**src/vtp_pkg.sv**
```systemverilog
// Shared definitions for the virtual-to-physical translation shim
// Address widths, page table geometry, common types and walker states

package vtp_pkg;

    // ======================================================================
    // Address and line geometry
    // ======================================================================

    localparam int LINE_BITS = 128;
    localparam int VA_LINE_BITS = 32;

    // Line offset within a page, kept unchanged by translation
    localparam int PAGE_OFFSET_BITS = 6;

    // The page table hash index is the low part of the virtual page,
    // the tag is the rest of it
    localparam int PT_HASH_BITS = 8;
    localparam int PT_TAG_BITS = 18;
    localparam int PA_IDX_BITS = 20;
    localparam int PT_IDX_BITS = 10;

    // Request metadata, with one bit kept back to mark walker reads
    localparam int MDATA_BITS = 8;
    localparam int RESERVED_MDATA_BIT = 7;

    // Page table line layout
    // The next-line index sits in the low bits and the entries follow it,
    // each one a tag in its upper bits over a physical index in its low bits
    localparam int PTE_BYTES = 5;
    localparam int PTES_PER_LINE = 2;

    // ======================================================================
    // Types
    // ======================================================================

    typedef logic [VA_LINE_BITS-1:0] line_addr_t;
    typedef logic [PT_TAG_BITS+PT_HASH_BITS-1:0] va_page_t;
    typedef logic [PA_IDX_BITS-1:0] pa_idx_t;
    typedef logic [PT_IDX_BITS-1:0] pt_idx_t;
    typedef logic [PT_TAG_BITS-1:0] pt_tag_t;
    typedef logic [LINE_BITS-1:0] line_data_t;
    typedef logic [MDATA_BITS-1:0] mdata_t;

    // Miss handler FSM
    typedef enum logic [2:0]
    {
        IDLE,
        READ_REQ,
        READ_RSP,
        SEARCH,
        INSERT,
        BUBBLE,
        ERROR
    } walker_state_t;

endpackage

```
**src/pt_walker.sv**
```systemverilog
// Page table walker for TLB misses
// Reads hashed, linked page table lines from host memory and inserts hits

`timescale 1ns/10ps

module pt_walker
(
    input  logic                 clk,
    input  logic                 reset_n,
    input  logic                 miss,
    input  vtp_pkg::va_page_t    miss_page,
    input  logic                 pt_base_wr,
    input  vtp_pkg::line_addr_t  pt_base,
    input  logic                 mem_almost_full,
    input  logic                 walk_rsp_valid,
    input  vtp_pkg::line_data_t  walk_rsp_data,
    output logic                 walk_rd_valid,
    output vtp_pkg::line_addr_t  walk_rd_addr,
    output logic                 insert_en,
    output vtp_pkg::va_page_t    insert_page,
    output vtp_pkg::pa_idx_t     insert_pa,
    output logic                 translate_error
);

    localparam int PTE_BITS = 8 * vtp_pkg::PTE_BYTES;
    localparam int PTE_BASE_BIT = 16;
    localparam int NUM_BITS = $clog2(vtp_pkg::PTES_PER_LINE + 1);
    localparam int PAGE_BITS = $bits(vtp_pkg::va_page_t);

    vtp_pkg::walker_state_t state;
    vtp_pkg::line_addr_t    base_q;
    logic                   base_valid;
    vtp_pkg::va_page_t      page_q;
    vtp_pkg::pt_idx_t       line_idx;
    vtp_pkg::pt_idx_t       next_idx;
    vtp_pkg::line_data_t    pt_line;
    logic [NUM_BITS-1:0]    pte_num;
    vtp_pkg::pa_idx_t       found_pa;
    logic [PTE_BITS-1:0]    cur_pte;
    vtp_pkg::pt_tag_t       cur_tag;
    vtp_pkg::pt_tag_t       page_tag;

    // ======================================================================
    // Page table base register
    // ======================================================================

    always_ff @(posedge clk)
    begin
        if (!reset_n)
        begin
            base_valid <= 1'b0;
        end
        else if (pt_base_wr)
        begin
            base_valid <= 1'b1;
        end

        if (pt_base_wr)
        begin
            base_q <= pt_base;
        end
    end

    // ======================================================================
    // Miss FSM
    // ======================================================================

    // The line is shifted down one entry per search step, so the entry
    // under test always sits just above the next-line index
    assign cur_pte = pt_line[PTE_BASE_BIT +: PTE_BITS];
    // The tag fills the top of the entry, with spare bits below it
    assign cur_tag = cur_pte[PTE_BITS-1 -: vtp_pkg::PT_TAG_BITS];
    assign page_tag = page_q[PAGE_BITS-1:vtp_pkg::PT_HASH_BITS];

    always_ff @(posedge clk)
    begin
        if (!reset_n)
        begin
            state <= vtp_pkg::IDLE;
        end
        else
        begin
            case (state)
                vtp_pkg::IDLE:
                begin
                    // The first line of a chain is the page's hash bucket
                    if (miss)
                    begin
                        page_q <= miss_page;
                        line_idx <= {{(vtp_pkg::PT_IDX_BITS - vtp_pkg::PT_HASH_BITS){1'b0}},
                                     miss_page[vtp_pkg::PT_HASH_BITS-1:0]};
                        state <= vtp_pkg::READ_REQ;
                    end
                end
                vtp_pkg::READ_REQ:
                begin
                    if (walk_rd_valid)
                    begin
                        state <= vtp_pkg::READ_RSP;
                    end
                end
                vtp_pkg::READ_RSP:
                begin
                    if (walk_rsp_valid)
                    begin
                        pt_line <= walk_rsp_data;
                        next_idx <= walk_rsp_data[vtp_pkg::PT_IDX_BITS-1:0];
                        pte_num <= '0;
                        state <= vtp_pkg::SEARCH;
                    end
                end
                vtp_pkg::SEARCH:
                begin
                    if (pte_num == NUM_BITS'(vtp_pkg::PTES_PER_LINE))
                    begin
                        // An exhausted line sends us along the chain or to its end
                        if (next_idx == '0)
                        begin
                            state <= vtp_pkg::ERROR;
                        end
                        else
                        begin
                            line_idx <= next_idx;
                            state <= vtp_pkg::READ_REQ;
                        end
                    end
                    else if (cur_tag == page_tag)
                    begin
                        found_pa <= cur_pte[vtp_pkg::PA_IDX_BITS-1:0];
                        state <= vtp_pkg::INSERT;
                    end
                    else if (cur_tag == '0)
                    begin
                        // An empty entry ends the list early
                        state <= vtp_pkg::ERROR;
                    end
                    else
                    begin
                        pt_line <= pt_line >> PTE_BITS;
                        pte_num <= pte_num + 1'b1;
                    end
                end
                vtp_pkg::INSERT:
                begin
                    state <= vtp_pkg::BUBBLE;
                end
                vtp_pkg::BUBBLE:
                begin
                    // Gives the TLB write a cycle to land before another miss
                    state <= vtp_pkg::IDLE;
                end
                default:
                begin
                    // ERROR holds until reset
                    state <= vtp_pkg::ERROR;
                end
            endcase
        end
    end

    // Reads wait for a base value and for room in the memory channel
    assign walk_rd_valid = (state == vtp_pkg::READ_REQ) && base_valid && !mem_almost_full;
    assign walk_rd_addr = base_q + vtp_pkg::line_addr_t'(line_idx);

    assign insert_en = (state == vtp_pkg::INSERT);
    assign insert_page = page_q;
    assign insert_pa = found_pa;
    assign translate_error = (state == vtp_pkg::ERROR);

endmodule

```
**config.mk**
```make
export PLATFORM = sky130hd
export DESIGN_NAME = pt_walker
export DESIGN_NICKNAME = d
export VERILOG_FILES = /design/src/vtp_pkg.sv /design/src/pt_walker.sv
export SDC_FILE = /design/constraint.sdc
export NUM_CORES = 1
export LEC_CHECK = 0
export BUFFER_PORTS_ARGS = -buffer_cell sky130_fd_sc_hd__buf_2
export CAP_MARGIN = 20
export CORE_MARGIN = 2
export CORE_UTILIZATION = 30
export CTS_CLUSTER_DIAMETER = 40
export DETAILED_ROUTE_END_ITERATION = 7
export PLACE_DENSITY = 0.53
export SETUP_SLACK_MARGIN = 0.05
export SKIP_LAST_GASP = 1
export SLEW_MARGIN = 20
export SYNTH_ARGS = -nofsm -noshare
export SYNTH_HDL_FRONTEND = slang
export SYNTH_SLANG_ARGS = --single-unit
```
**constraint.sdc**
```tcl
create_clock -name clk -period 29.7 [get_ports clk]
set_clock_uncertainty 0.1 [all_clocks]
set_input_delay 2.97 -clock clk [delete_from_list [all_inputs] [get_ports clk]]
set_output_delay 2.97 -clock clk [all_outputs]
set_load 0.1 [all_outputs]
```
==> summary.txt <==
Outcome
  • Status: completed

Yosys
  • Number of synthesized flops with an enable pin: 206
  • Post-Syn Instances: 698
  • Seq/Total Area, Yosys: 70.6%
  • Register bit total from synthesis: 210
  • Mapped Area: 8880 µm²
  • Synthesized area per cell: 12.7 µm²
  • Main flop type after synthesis: edfxtp_1
  • Syn_nets: 902
  • Most common cell in the netlist: nand2_1
  • Synth cell types: between 40 and 50
  • Main area contributors after synthesis: edfxtp_1 (70%), nand2_1 (10%), and2_1 (2.9%), xnor2_1 (2.3%), xor2_1 (2.3%)
  • Yosys top cell area share: 69.7%
  • Top cells by instance count after synthesis: nand2_1 (237), edfxtp_1 (206), and2_1 (41)
  • Leading area contributor after synthesis: edfxtp_1
  • Ys async rst share: 0%
  • Syn. warnings: 0

GRT
  • Total GRT Usage: 13.7%
  • Vias in the first global route: between 6000 and 7000
  • Congestion Overflow GR: 0
  • Largest net degree at the start of global routing: roughly 110
  • First-pass GRT wire length: 33100 µm
  • Initial antenna violation count: 6

Pwr
  • Peak VDD IR: 0.0410 mV
  • PwrDens: 73.4 nW/µm²
  • Design Power: 0.000870 W
  • Lkg Pwr: 4.85 nW

Detailed routing
  • Post-Route WL: 21200 µm
  • Vias per inst: 4.42
  • Remaining DRCs: 0
  • Drt pass-1 iters: 4
  • DR iter-0 viols: 275
  • Antenna viol nets, final: 0
  • WL/cell: 15.3 µm
  • Vias: roughly 6100

Floorplan
  • Width of the die: 176 µm
  • Starting Density: 30.7%
  • Die area: between 30000 and 40000 µm²
  • Die height: 176 µm
  • Cell row count: between 60 and 70
  • Core outline area: 28900 µm²
  • Ports: between 200 and 300

Place
  • Pre-CTS setup slack: 22.66 ns
  • GP Congestion: 0.775
  • Dpl cell area: 10600 µm²
  • HPWL after detailed placement: 14700 µm
  • Port bufs: 260
  • Placed insts: 1319

Clock tree
  • CTS clock-pin slew for the worst setup and hold paths: ~0.050 ns
  • CTS tree: yes
  • Total setup buffers inserted after CTS: 0
  • CTS HTree Levels: 2
  • Clock sink count: 210
  • Cts hold-fix bufs: 0
  • Max clock buf depth: 3
  • Worst-Skew Late Latency: ~0.5 ns
  • Number of CTS-inserted buffers: 37
  • Root Driver: clkbuf_16
  • PostCTS Resize Cnt: 0

Setup path
  • Slowest cell delay on critical path: about 0.45 ns
  • Reg2Reg Setup Slack: ~26 ns
  • Worst-path fanout max: 2
  • Critical path launch point type: input pin
  • Crit path DAT: 3.98 ns
  • WS Path Type: in2out
  • Critical Path RT: roughly 27 ns
  • R2R depth: 7
  • Reg-to-reg critical path startpoint: state[0]
  • Worst R2R End: pt_line[85]
  • Crit-path cells: buf_2, nor2b_1, and2_1, nor2b_1, buf_2
  • Crit end category: output port
  • CP max-delay cell: buf_2

Cells and area
  • Final instance area: 11800 µm²
  • Final net count: 1178
  • Synth-to-layout area growth: 33.4%
  • Layout cell share with drive strength beyond 1: 34.2%
  • Final cell count without fillers: around 1400

Flow run
  • Number of max-cap violations: 0

STA
  • Final critical-path required period: around 7.1 ns
  • Total count of hold-check failures in the final report: 0
  • Fin. max-slew vios: 0
  • Fin Setup TNS: 0 ns
  • Least-Margin Pin Slew: 0.967 ns
  • Relative slew slack: 35.5%
  • Final worst slack: 22.65 ns
  • Unrepaired setup endpoints after global routing: false
  • Fin crit share: 23.7%
  • Final setup violating endpoints: 0
  • Fmax: 142 MHz

Worst hold path
  • Hold_sp: pt_line[16]
  • Hold path depth: 0
  • Hold Crit Class: reg2reg
  • Hold endpoint: insert_pa[0]
per-stage QoR:
stage,util (%),hold slack [ns]
3_5_place_dp,36.7,0.305
2_1_floorplan,-,0.300
5_1_grt,40.9,0.325
3_3_place_gp,36.6,0.301
6_report,40.9,0.317
4_1_cts,40.9,0.318
area by class of cell:
cell class	count	area, µm²
antenna	2	5.00
clock buffer	38	951
clock inverter	28	273
fill	2799	17100
inverter	9	33.8
multi-input combinational	452	2500
sequential	210	6270
tap	384	480
timing repair buffer	264	1340
state kept, by name (all words and copies together), names as in the netlist:
register	cells
pt_line	106
base_q	32
insert_page	26
insert_pa	20
line_idx	10
next_idx	10
state	3
pte_num	2
base_valid	1
metal layers:
layer	GRT usage [%]	share of wire, %	vias to the layer above
li1	-	-	3000
met1	17.3	43	2833
met2	21.2	44	239
met3	5.47	10	54
met4	4.79	2.5	8
met5	0	0.26	-
worst max-delay path by stage:
stage / start / end / slack (ns) / cells past startpoint
final: mem_almost_full / walk_rd_valid / 22.65 / 5
after global routing: mem_almost_full / walk_rd_valid / 22.58 / 5
after CTS: mem_almost_full / walk_rd_valid / 22.65 / 5
after detailed placement: mem_almost_full / walk_rd_valid / 22.66 / 5
after global placement: mem_almost_full / walk_rd_valid / 22.65 / 5
after floorplan: walk_rsp_valid / pt_line[100] / 17.29 / 4
worst max-delay path: cells and delay by family:
| kind | cells | cell delay, ns |
|---|---|---|
| and+or+nand+nor | 3 | 0.46 |
| buffers and inverters | 2 | 0.54 |
where the power goes:
group / total [W] / internal [W] / switching (W) / leakage (nW)
Combinational: 0.000114 / 0.0000268 / 0.0000877 / 2.33
Clock: 0.000413 / 0.000263 / 0.000151 / 0.587
Sequential: 0.000342 / 0.000336 / 0.00000534 / 1.92
Total: 0.000870 / 0.000626 / 0.000244 / 4.85
cells in the final DEF, fill, tap and decap left out, types with 4 or more instances in the layout:
master,n
nand3_1,10
dfxtp_1,4
xor2_1,23
and3_1,4
clkbuf_16,38
xnor2_1,23
edfxtp_1,206
ha_1,11
inv_6,6
inv_1,8
nand2_1,236
clkinv_1,5
o21ai_0,8
clkinvlp_4,5
nor2b_1,7
and2_1,40
clkinv_2,4
nor2_1,17
a21oi_1,7
nand4_1,5
buf_2,260
nor4_1,9
nor3b_1,4
nor3_1,9
logic make-up (layout without fill, tap and decap cells):
kind of cell / after synthesis / count (layout) / synth area share [%]
AOI/OAI and AO/OA: 36 / 36 / 2.69
adders and majority gates: 12 / 12 / 1.78
buffers and inverters: 36 / 339 / 1.73
other: 0 / 2 / 0
DFF: 210 / 210 / 70.6
xor gates and xnor gates: 46 / 46 / 4.54
and+or+nand+nor: 358 / 358 / 18.7
Power figures use the tool's default switching activity.
