--- src/vtp_pkg.sv ---
// Shared definitions for the virtual-to-physical translation shim
// Address widths, page table geometry, common types and walker states

package vtp_pkg;

    // ======================================================================
    // Address and line geometry
    // ======================================================================

    localparam int LINE_BITS = 128;
    localparam int VA_LINE_BITS = 32;

    // Line offset within a page, kept unchanged by translation
    localparam int PAGE_OFFSET_BITS = 6;

    // The page table hash index is the low part of the virtual page,
    // the tag is the rest of it
    localparam int PT_HASH_BITS = 8;
    localparam int PT_TAG_BITS = 18;
    localparam int PA_IDX_BITS = 20;
    localparam int PT_IDX_BITS = 10;

    // Request metadata, with one bit kept back to mark walker reads
    localparam int MDATA_BITS = 8;
    localparam int RESERVED_MDATA_BIT = 7;

    // Page table line layout
    // The next-line index sits in the low bits and the entries follow it,
    // each one a tag in its upper bits over a physical index in its low bits
    localparam int PTE_BYTES = 5;
    localparam int PTES_PER_LINE = 2;

    // ======================================================================
    // Types
    // ======================================================================

    typedef logic [VA_LINE_BITS-1:0] line_addr_t;
    typedef logic [PT_TAG_BITS+PT_HASH_BITS-1:0] va_page_t;
    typedef logic [PA_IDX_BITS-1:0] pa_idx_t;
    typedef logic [PT_IDX_BITS-1:0] pt_idx_t;
    typedef logic [PT_TAG_BITS-1:0] pt_tag_t;
    typedef logic [LINE_BITS-1:0] line_data_t;
    typedef logic [MDATA_BITS-1:0] mdata_t;

    // Miss handler FSM
    typedef enum logic [2:0]
    {
        IDLE,
        READ_REQ,
        READ_RSP,
        SEARCH,
        INSERT,
        BUBBLE,
        ERROR
    } walker_state_t;

endpackage

--- src/req_pipe.sv ---
// Two-stage client request pipeline with retry rotation
// Rewrites virtual addresses, muxes walker reads and splits responses

`timescale 1ns/10ps

module req_pipe
(
    input  logic                 clk,
    input  logic                 reset_n,
    input  logic                 req_valid,
    input  vtp_pkg::line_addr_t  req_addr,
    input  logic                 req_virtual,
    input  vtp_pkg::mdata_t      req_mdata,
    output logic                 req_deq,
    output logic                 lookup_en,
    output vtp_pkg::va_page_t    lookup_page,
    input  logic                 lookup_rdy,
    input  logic                 hit,
    input  vtp_pkg::pa_idx_t     hit_pa,
    input  logic                 mem_almost_full,
    input  logic                 walk_rd_valid,
    input  vtp_pkg::line_addr_t  walk_rd_addr,
    output logic                 mem_rd_valid,
    output vtp_pkg::line_addr_t  mem_rd_addr,
    output vtp_pkg::mdata_t      mem_rd_mdata,
    input  logic                 mem_rsp_valid,
    input  vtp_pkg::line_data_t  mem_rsp_data,
    input  vtp_pkg::mdata_t      mem_rsp_mdata,
    output logic                 rsp_valid,
    output vtp_pkg::line_data_t  rsp_data,
    output vtp_pkg::mdata_t      rsp_mdata,
    output logic                 walk_rsp_valid,
    output vtp_pkg::line_data_t  walk_rsp_data
);

    localparam int PAD_BITS = vtp_pkg::VA_LINE_BITS - vtp_pkg::PA_IDX_BITS -
                              vtp_pkg::PAGE_OFFSET_BITS;

    logic                s0_valid;
    vtp_pkg::line_addr_t s0_addr;
    logic                s0_virtual;
    vtp_pkg::mdata_t     s0_mdata;
    logic                s1_valid;
    vtp_pkg::line_addr_t s1_addr;
    logic                s1_virtual;
    vtp_pkg::mdata_t     s1_mdata;
    logic                fwd;
    logic                retry;
    logic                is_walk_rsp;

    // ======================================================================
    // Pipeline control
    // ======================================================================

    // The oldest request leaves only with a translation, room downstream
    // and no walker read competing for the channel
    assign fwd = s1_valid && (!s1_virtual || hit) && !mem_almost_full && !walk_rd_valid;
    assign retry = s1_valid && !fwd;

    // A rotated request owns stage 0, so the client waits that cycle
    assign req_deq = req_valid && !retry;

    always_ff @(posedge clk)
    begin
        if (!reset_n)
        begin
            s0_valid <= 1'b0;
            s1_valid <= 1'b0;
        end
        else
        begin
            s0_valid <= retry ? 1'b1 : req_valid;
            s1_valid <= s0_valid;
        end

        if (retry)
        begin
            s0_addr <= s1_addr;
            s0_virtual <= s1_virtual;
            s0_mdata <= s1_mdata;
        end
        else
        begin
            s0_addr <= req_addr;
            s0_virtual <= req_virtual;
            s0_mdata <= req_mdata;
        end

        s1_addr <= s0_addr;
        s1_virtual <= s0_virtual;
        s1_mdata <= s0_mdata;
    end

    // Stage 0 feeds the TLB, and the answer arrives as the request reaches stage 1
    assign lookup_en = lookup_rdy && s0_valid && s0_virtual;
    assign lookup_page = s0_addr[vtp_pkg::VA_LINE_BITS-1:vtp_pkg::PAGE_OFFSET_BITS];

    // ======================================================================
    // Read channel
    // ======================================================================

    assign mem_rd_valid = fwd || walk_rd_valid;

    always_comb
    begin
        if (walk_rd_valid)
        begin
            mem_rd_addr = walk_rd_addr;
            mem_rd_mdata = '0;
            mem_rd_mdata[vtp_pkg::RESERVED_MDATA_BIT] = 1'b1;
        end
        else
        begin
            mem_rd_mdata = s1_mdata;
            // Page offset is the same on both sides of the translation
            if (s1_virtual)
            begin
                mem_rd_addr = {{PAD_BITS{1'b0}}, hit_pa,
                               s1_addr[vtp_pkg::PAGE_OFFSET_BITS-1:0]};
            end
            else
            begin
                mem_rd_addr = s1_addr;
            end
        end
    end

    // ======================================================================
    // Response split
    // ======================================================================

    assign is_walk_rsp = mem_rsp_mdata[vtp_pkg::RESERVED_MDATA_BIT];

    // Walker responses stay hidden from the client
    assign rsp_valid = mem_rsp_valid && !is_walk_rsp;
    assign rsp_data = mem_rsp_data;
    assign rsp_mdata = mem_rsp_mdata;

    assign walk_rsp_valid = mem_rsp_valid && is_walk_rsp;
    assign walk_rsp_data = mem_rsp_data;

endmodule

--- config.mk ---
export PLATFORM = sky130hd
export DESIGN_NAME = req_pipe
export DESIGN_NICKNAME = d
export VERILOG_FILES = /design/src/vtp_pkg.sv /design/src/req_pipe.sv
export SDC_FILE = /design/constraint.sdc
export NUM_CORES = 1
export LEC_CHECK = 0
export ABC_AREA = 1
export ABC_CLOCK_PERIOD_IN_PS = 1300
export CAP_MARGIN = 10
export CORE_AREA = 2 2 225 227
export DETAILED_ROUTE_END_ITERATION = 10
export DIE_AREA = 0 0 227 229
export DONT_BUFFER_PORTS = 1
export GPL_ROUTABILITY_DRIVEN = 0
export SLEW_MARGIN = 40
export SYNTH_ARGS = -nofsm -noshare
export SYNTH_HDL_FRONTEND = slang
export SYNTH_SLANG_ARGS = --single-unit
export TNS_END_PERCENT = 1
--- constraint.sdc ---
create_clock -name clk -period 1.3 [get_ports clk]
set_input_delay 0.195 -clock clk [delete_from_list [all_inputs] [get_ports clk]]
set_output_delay 0.195 -clock clk [all_outputs]
set_load 0.03 [all_outputs]
==> out/qor.txt, run 1 <==
Power Dens Cells = 1320 nW/µm²
Worst Skew = 0.00793 ns
Max incr delay on CP = 0.32 ns
Synthesized flop and latch total = 84
CTS tree = yes
Setup CP Type = reg2out
First-pass GRT wire length = 33.5 mm
Worst path required time = 1.11 ns
Horiz. Die Dim = 227 µm
Clock root cell = clkbuf_16
Worst Setup Slack, final = -0.411 ns
Total grt overflow = 0
Crit path time final = 1.71 ns
Initial antenna violation count = 5
Buffers on Ports = 0
P_leak = 2.10 nW
RSZ-0062 raised after global routing = true
Post-Synthesis Net Count = 912
Via count = 3386
Vias in the first global route = 3548
Layout area overhead = 0.315%
Total CTS buffers = 9
Syn Inst Count = 675
Hold Vio Cnt, Final = 0
Buffers & Inverters on Critical Path = 5
Slowest cell on crit path = dfxtp_2
DIE AREA = 52000 µm²
Area contributors post-synth = buf_4 42%, dfxtp_1 33%, nand2_1 9.6%
Vias/cell = 2.94
Initial Util = 10.4%
Seq/Total Area, Yosys = 32.6%
Netlist Area Pre-Place = 5170 µm²
Failing checks = setup timing
CP most frequent cell = buf_6
Clk Latency, worst-skew pair = 0.37 ns
Largest fanout on the critical path = 9
Total GRT Usage = 9.98%
Chip height = 229 µm
Slew Limit Fails = 0
Nets = 708
Final ANT Viol Nets = 0
Mean area per synthesized cell = 7.65 µm²
Placed instance count = 1087
CTS Buffer Depth = 2
Worst-path cell chain = buf_6, clkinvlp_4, buf_6, buf_6, nand2_1, a21oi_2, buf_6
Cell row count = 82
Critical Path Sink Type = primary output
Largest net degree at the start of global routing = 43
Least-Margin Pin Slew = 0.450 ns
Clock transition at path regs = 0.06 ns
Max Cap Violations = 0
Worst Setup Start Kind = register
Setup violators final = 28
Share of cells above drive strength 1 = 26.3%
Rel. slew slack = 70.0%
H-tree levels = 3
Synth warn = 0
CORE AREA = 49700 µm²
Non-Filler Instances = 1152
Min-Delay Path Class = in2reg
Routed wire length = 27.4 mm
CP arrival = 1.52 ns
Max IR drop VDD = 0.805 mV
Highest clock rate = 584 MHz
First drt pass iteration count = 4
Dpl hpwl = 22.7 mm
Top cell type's share of synthesized area = 42.3%
Clock sink count = 84
1st-iter DRT viols = 143
Final core occ = 10.4%
Final period util = 132%
Average wire per standard cell = 23.8 µm
Netlist cell types = 18
I/O pins = 572
Drt drc = 0
Leading area contributor after synthesis = buf_4
Crit path max-delay family = buffers and inverters
Status = finished with violations
final timing paths:
kind                             startpoint               to  slack (ns)  cells after the start
worst max-delay path             s1_virtual  mem_rd_addr[22]       -0.41                      7
worst min-delay path              req_valid         s0_valid        0.06                      2
worst max register to register   s1_virtual       s0_addr[4]        0.04                      7
worst min register to register  s0_mdata[3]      s1_mdata[3]        0.32                      0
worst register-to-register path, stage by stage (launching register included):
cell,delay (ns)
dfxtp_2,0.32
buf_4,0.13
nand2_2,0.09
nand3_4,0.15
nand2_4,0.11
buf_12,0.19
nand2_1,0.15
nand2_1,0.06
cell usage after synthesis:
cell type	instances
buf_1	4
inv_1	20
nand2_1	132
nor2_2	1
nand3_1	42
buf_4	291
or2_2	2
nor2_1	28
clkbuf_1	9
and3_1	1
buf_6	4
nand3_2	1
a21oi_1	42
dfxtp_1	84
inv_2	1
o21ai_0	5
nand2_4	1
buf_2	7
metrics by stage:
stage	worst slack (ns)	setup TNS (ns)	cell area, µm²	total power [mW]	hold slack, ns
2_1_floorplan	-0.228	-4.65	5170	5.27	0.293
3_3_place_gp	-0.174	-3.01	4160	4.05	0.296
3_5_place_dp	-0.184	-3.00	4160	4.06	0.302
4_1_cts	-0.414	-9.96	5100	6.93	0.0347
5_1_grt	-0.466	-10.96	5180	7.15	0.0499
6_report	-0.411	-9.24	5180	6.83	0.0594
timing repair:
item | 4_1_cts | 5_1_grt
cloned | 1 | 0
resized for setup | 58 | 28
setup buffers | 3 | 0
hold endpoints to repair | 43 | 0
endpoints found under the setup margin | 64 | 58
pin swaps | 21 | 4
hold buffers | 42 | 0
logic make-up after synthesis:
group,synth area share (%)
simple gates,16.6
flops,32.6
buf+inv,46.3
compound gates,4.55
power breakdown:
group          total (mW)  switching [mW]  internal (mW)
Clock                2.56            1.24           1.32
Sequential           3.09           0.293           2.79
Combinational        1.18           0.688          0.493
placed cells by master (no fill, tap or decap):
cell type        n
a21oi_1         23
a21oi_2         18
a21oi_4          1
and3_2           1
buf_12           4
buf_4           27
buf_6           27
clkbuf_16        9
clkinvlp_4       5
dfxtp_1         81
dfxtp_2          2
dfxtp_4          1
diode_2          4
dlygate4sd3_1   42
inv_1           19
inv_2            1
inv_6            2
inv_8            1
nand2_1        116
nand2_2         11
nand2_4          6
nand3_1         42
nand3_4          1
nor2_1          27
nor2_2           1
nor2_4           1
o21ai_1          1
o21ai_2          4
or2_2            1
or2_4            1
final cells by class:
class                      count  area [µm²]
tap                          672         841
inverter                      21        82.6
antenna                        4        10.0
sequential                    84        1690
multi-input combinational    255        1270
timing repair buffer         100        1010
clock inverter                 7        58.8
fill                        5773       44500
clock buffer                   9         225
layer usage:
metal | vias up | part of all wire, % | global-route usage (%)
li1 | 1394 | - | -
met1 | 1473 | 24 | 6.83
met2 | 481 | 51 | 18.1
met3 | 38 | 23 | 9.89
met4 | 0 | 1.9 | 3.15
met5 | - | 0 | 0
registers in the layout, indices dropped and copies added (netlist names):
signal / count
s1_valid: 1
s0_virtual: 1
s0_mdata: 8
s0_addr: 32
s0_valid: 1
s1_addr: 32
s1_virtual: 1
s1_mdata: 8
Note: power is estimated with default switching activity, not from simulation.
==> run 2: changes to the inputs <==
--- a/config.mk
+++ b/config.mk
@@ -6,7 +6,7 @@
 export NUM_CORES = 1
 export LEC_CHECK = 0
 export ABC_AREA = 1
-export ABC_CLOCK_PERIOD_IN_PS = 1300
+export ABC_CLOCK_PERIOD_IN_PS = 1720
 export CAP_MARGIN = 10
 export CORE_AREA = 2 2 225 227
 export DETAILED_ROUTE_END_ITERATION = 10
==> constraint.sdc (replaced) <==
create_clock -name clk -period 1.72 [get_ports clk]
set_input_delay 0.258 -clock clk [delete_from_list [all_inputs] [get_ports clk]]
set_output_delay 0.258 -clock clk [all_outputs]
set_load 0.03 [all_outputs]
==> run 2 against run 1 <==
- the run now ends clean
- worst hold slack got worse by 0.029 ns
- clock skew fell by 0.00053 ns
- wire length rose by 0.85%
- power fell by 26%
- critical path type unchanged
- critical endpoint is now mem_rd_addr[29]
- highest routed layer is now met5
==> out/qor.txt, run 2 (synthesis gave the netlist of run 1 again) <==
Cell row count = 82 (unchanged)
P_leak = 1.98 nW (-5.8%)
Drt drc = 0 (unchanged)
Worst path required time = 1.46 ns (+0.35 ns)
Finished Cell Area = 4810 µm² (-7.3%)
Biggest regs = s0_addr (32), s1_addr (32)
Share of cells above drive strength 1 = 16.1% (-10 points)
Worst-path cell chain = or2_2, o21ai_0, buf_4
Hold Vio Cnt, Final = 0 (unchanged)
Register-to-register setup slack = 0.45 ns (+0.41 ns)
I/O pins = 572 (unchanged)
Power Dens Cells = 1050 nW/µm² (-20%)
Max Cap Violations = 0 (unchanged)
Worst Setup Slack, final = 0.0143 ns (+0.425 ns)
First-pass GRT wire length = 33.7 mm (+0.41%)
RSZ-0062 raised after global routing = true
Dpl hpwl = 23.6 mm (+3.8%)
Total GRT Usage = 10.3% (+0.28 points)
H-tree levels = 3 (unchanged)
Worst Setup Start Kind = register
DIE AREA = 52000 µm² (unchanged)
Crit path max-delay family = flip-flops
Layout area overhead = -6.98%
Hold_sp = req_mdata[7]
Post-place setup slack = 0.358 ns (+0.542 ns)
Setup violators final = 0 (-100%)
Commonest non-fill, non-tap cell in the layout = nand2_1
Rel. slew slack = 61.2% (-8.7 points)
Worst Hold Endpoint = s0_mdata[7]
Buffers on Ports = 0 (unchanged)
Clock transition at path regs = 0.07 ns (about the same)
Vias in the first global route = 3411 (-3.9%)
Final core occ = 9.68% (-0.76 points)
Setup CP Type = reg2out
Met1 WL = 6.89 mm (+5.9%)
Met3 Wirelength = 6.13 mm (-3.1%)
WHS Path Cells = 2 (unchanged)
Horiz. Die Dim = 227 µm (unchanged)
Nets = 693 (-2.1%)
Min-Delay Path Class = in2reg
Initial Util = 10.4% (unchanged)
Least-Margin Pin Slew = 0.579 ns (+0.130 ns)
Total grt overflow = 0 (unchanged)
Final period util = 99.2%
1st-iter DRT viols = 171 (+20%)
First drt pass iteration count = 5 (+1)
CORE AREA = 49700 µm² (unchanged)
Cell Area, Placed = 4050 µm² (-2.7%)
Status = finished clean
Highest-count cells in the layout ignoring fill and taps = 132 x nand2_1, 82 x dfxtp_1, 42 x nand3_1
FF-to-FF path depth = 5 (-2)
Clock sink count = 84 (unchanged)
Hold Slack = 0.0309 ns (-0.0285 ns)
Largest net degree at the start of global routing = 44 (+2.3%)
Worst Setup SP = s1_virtual
Average wire per standard cell = 24.4 µm (+2.4%)
Setup Buffers After CTS = 0 (-3)
Via count = 3344 (-1.2%)
Top Layer Used = met5
Chip height = 229 µm (unchanged)
Buffers & Inverters on Critical Path = 1 (-4)
Reg2reg start = s1_virtual
Max incr delay on CP = 0.36 ns (+0.04 ns)
Worst Skew = 0.00740 ns (-0.000528 ns)
Crit path time final = 1.71 ns
R2r endpoint = s0_addr[26]
WL met2 = 13.6 mm (-3.3%)
Initial antenna violation count = 3 (-2)
CP arrival = 1.45 ns (-0.07 ns)
Final ANT Viol Nets = 0 (unchanged)
Largest fanout on the critical path = 5 (-4)
CTS tree = yes
Max IR drop VDD = 0.610 mV (-24%)
Slew Limit Fails = 0 (unchanged)
Routed wire length = 27.7 mm (+0.85%)
Slowest cell on crit path = dfxtp_2
Vias/cell = 2.95 (+0.24%)
CTS Buffer Depth = 2 (unchanged)
Critical Path Sink Type = primary output
Clock root cell = clkbuf_16
Fin Setup TNS = 0 ns (+9.24 ns)
Total CTS buffers = 9 (unchanged)
Clk Latency, worst-skew pair = 0.37 ns (about the same)
Highest clock rate = 586 MHz
==> run 2: cell types whose count changed in the layout (fill, tap and decap cells not counted), moves of 5 or more <==
cell | before | now
a21oi_1 | 23 | 37
a21oi_2 | 18 | 5
buf_4 | 27 | 37
buf_6 | 27 | 3
clkinvlp_4 | 5 | 0
nand2_1 | 116 | 132
nand2_2 | 11 | 0
nand2_4 | 6 | 1
==> run 2: metrics by stage <==
stage / power [mW] / cells
floorplan: 3.98 / 675
global placement: 3.02 / 1076
detailed placement: 3.03 / 1076
CTS: 5.17 / 1133
global route: 5.31 / 1134
finish: 5.04 / 1135
==> run 2: worst max path at each step <==
stage | endpoint | slack (ns) | cells after the start
6_report | mem_rd_addr[29] | 0.01 | 3
5_1_grt | mem_rd_addr[27] | -0.04 | 3
4_1_cts | mem_rd_addr[29] | 0.01 | 3
3_5_place_dp | mem_rd_addr[8] | 0.36 | 4
3_3_place_gp | mem_rd_addr[21] | 0.37 | 5
2_1_floorplan | mem_rd_addr[26] | 0.07 | 3
==> run 2: area by class of cell <==
type,instances,area [µm²]
repair buffers,85,797
well taps,672,841
inverters,21,78.8
diodes,2,5.00
clock inverters,7,56.3
fillers,5811,44900
flip-flops and latches,84,1680
clock buffers,9,225
multi-input cells,255,1120
==> run 2: where the power goes <==
| part | switching [mW] | total, mW | internal (mW) |
|---|---|---|---|
| logic | 0.459 | 0.746 | 0.286 |
| registers | 0.224 | 2.34 | 2.11 |
| clock network | 0.957 | 1.96 | 1.00 |
| total | 1.64 | 5.04 | 3.40 |
==> run 2: per-layer routing <==
metal	track usage (%)	vias up
met5	0.664	-
met4	4.94	2
met3	9.56	49
met2	17.8	502
met1	7.37	1430
li1	-	1361
==> run 2: worst register-to-register path, stage by stage, from the launching register on <==
cell     delay [ns]
dfxtp_2        0.40
nand2_1        0.13
nand3_4        0.15
buf_4          0.31
nand3_1        0.15
nand2_1        0.09
==> run 2: what timing repair did <==
action,CTS,global route
hold buffers,41,0
endpoints found under the setup margin,16,12
resized for setup,11,6
pin swaps,0,2
gates cloned,0,0
endpoints found under the hold margin,42,0
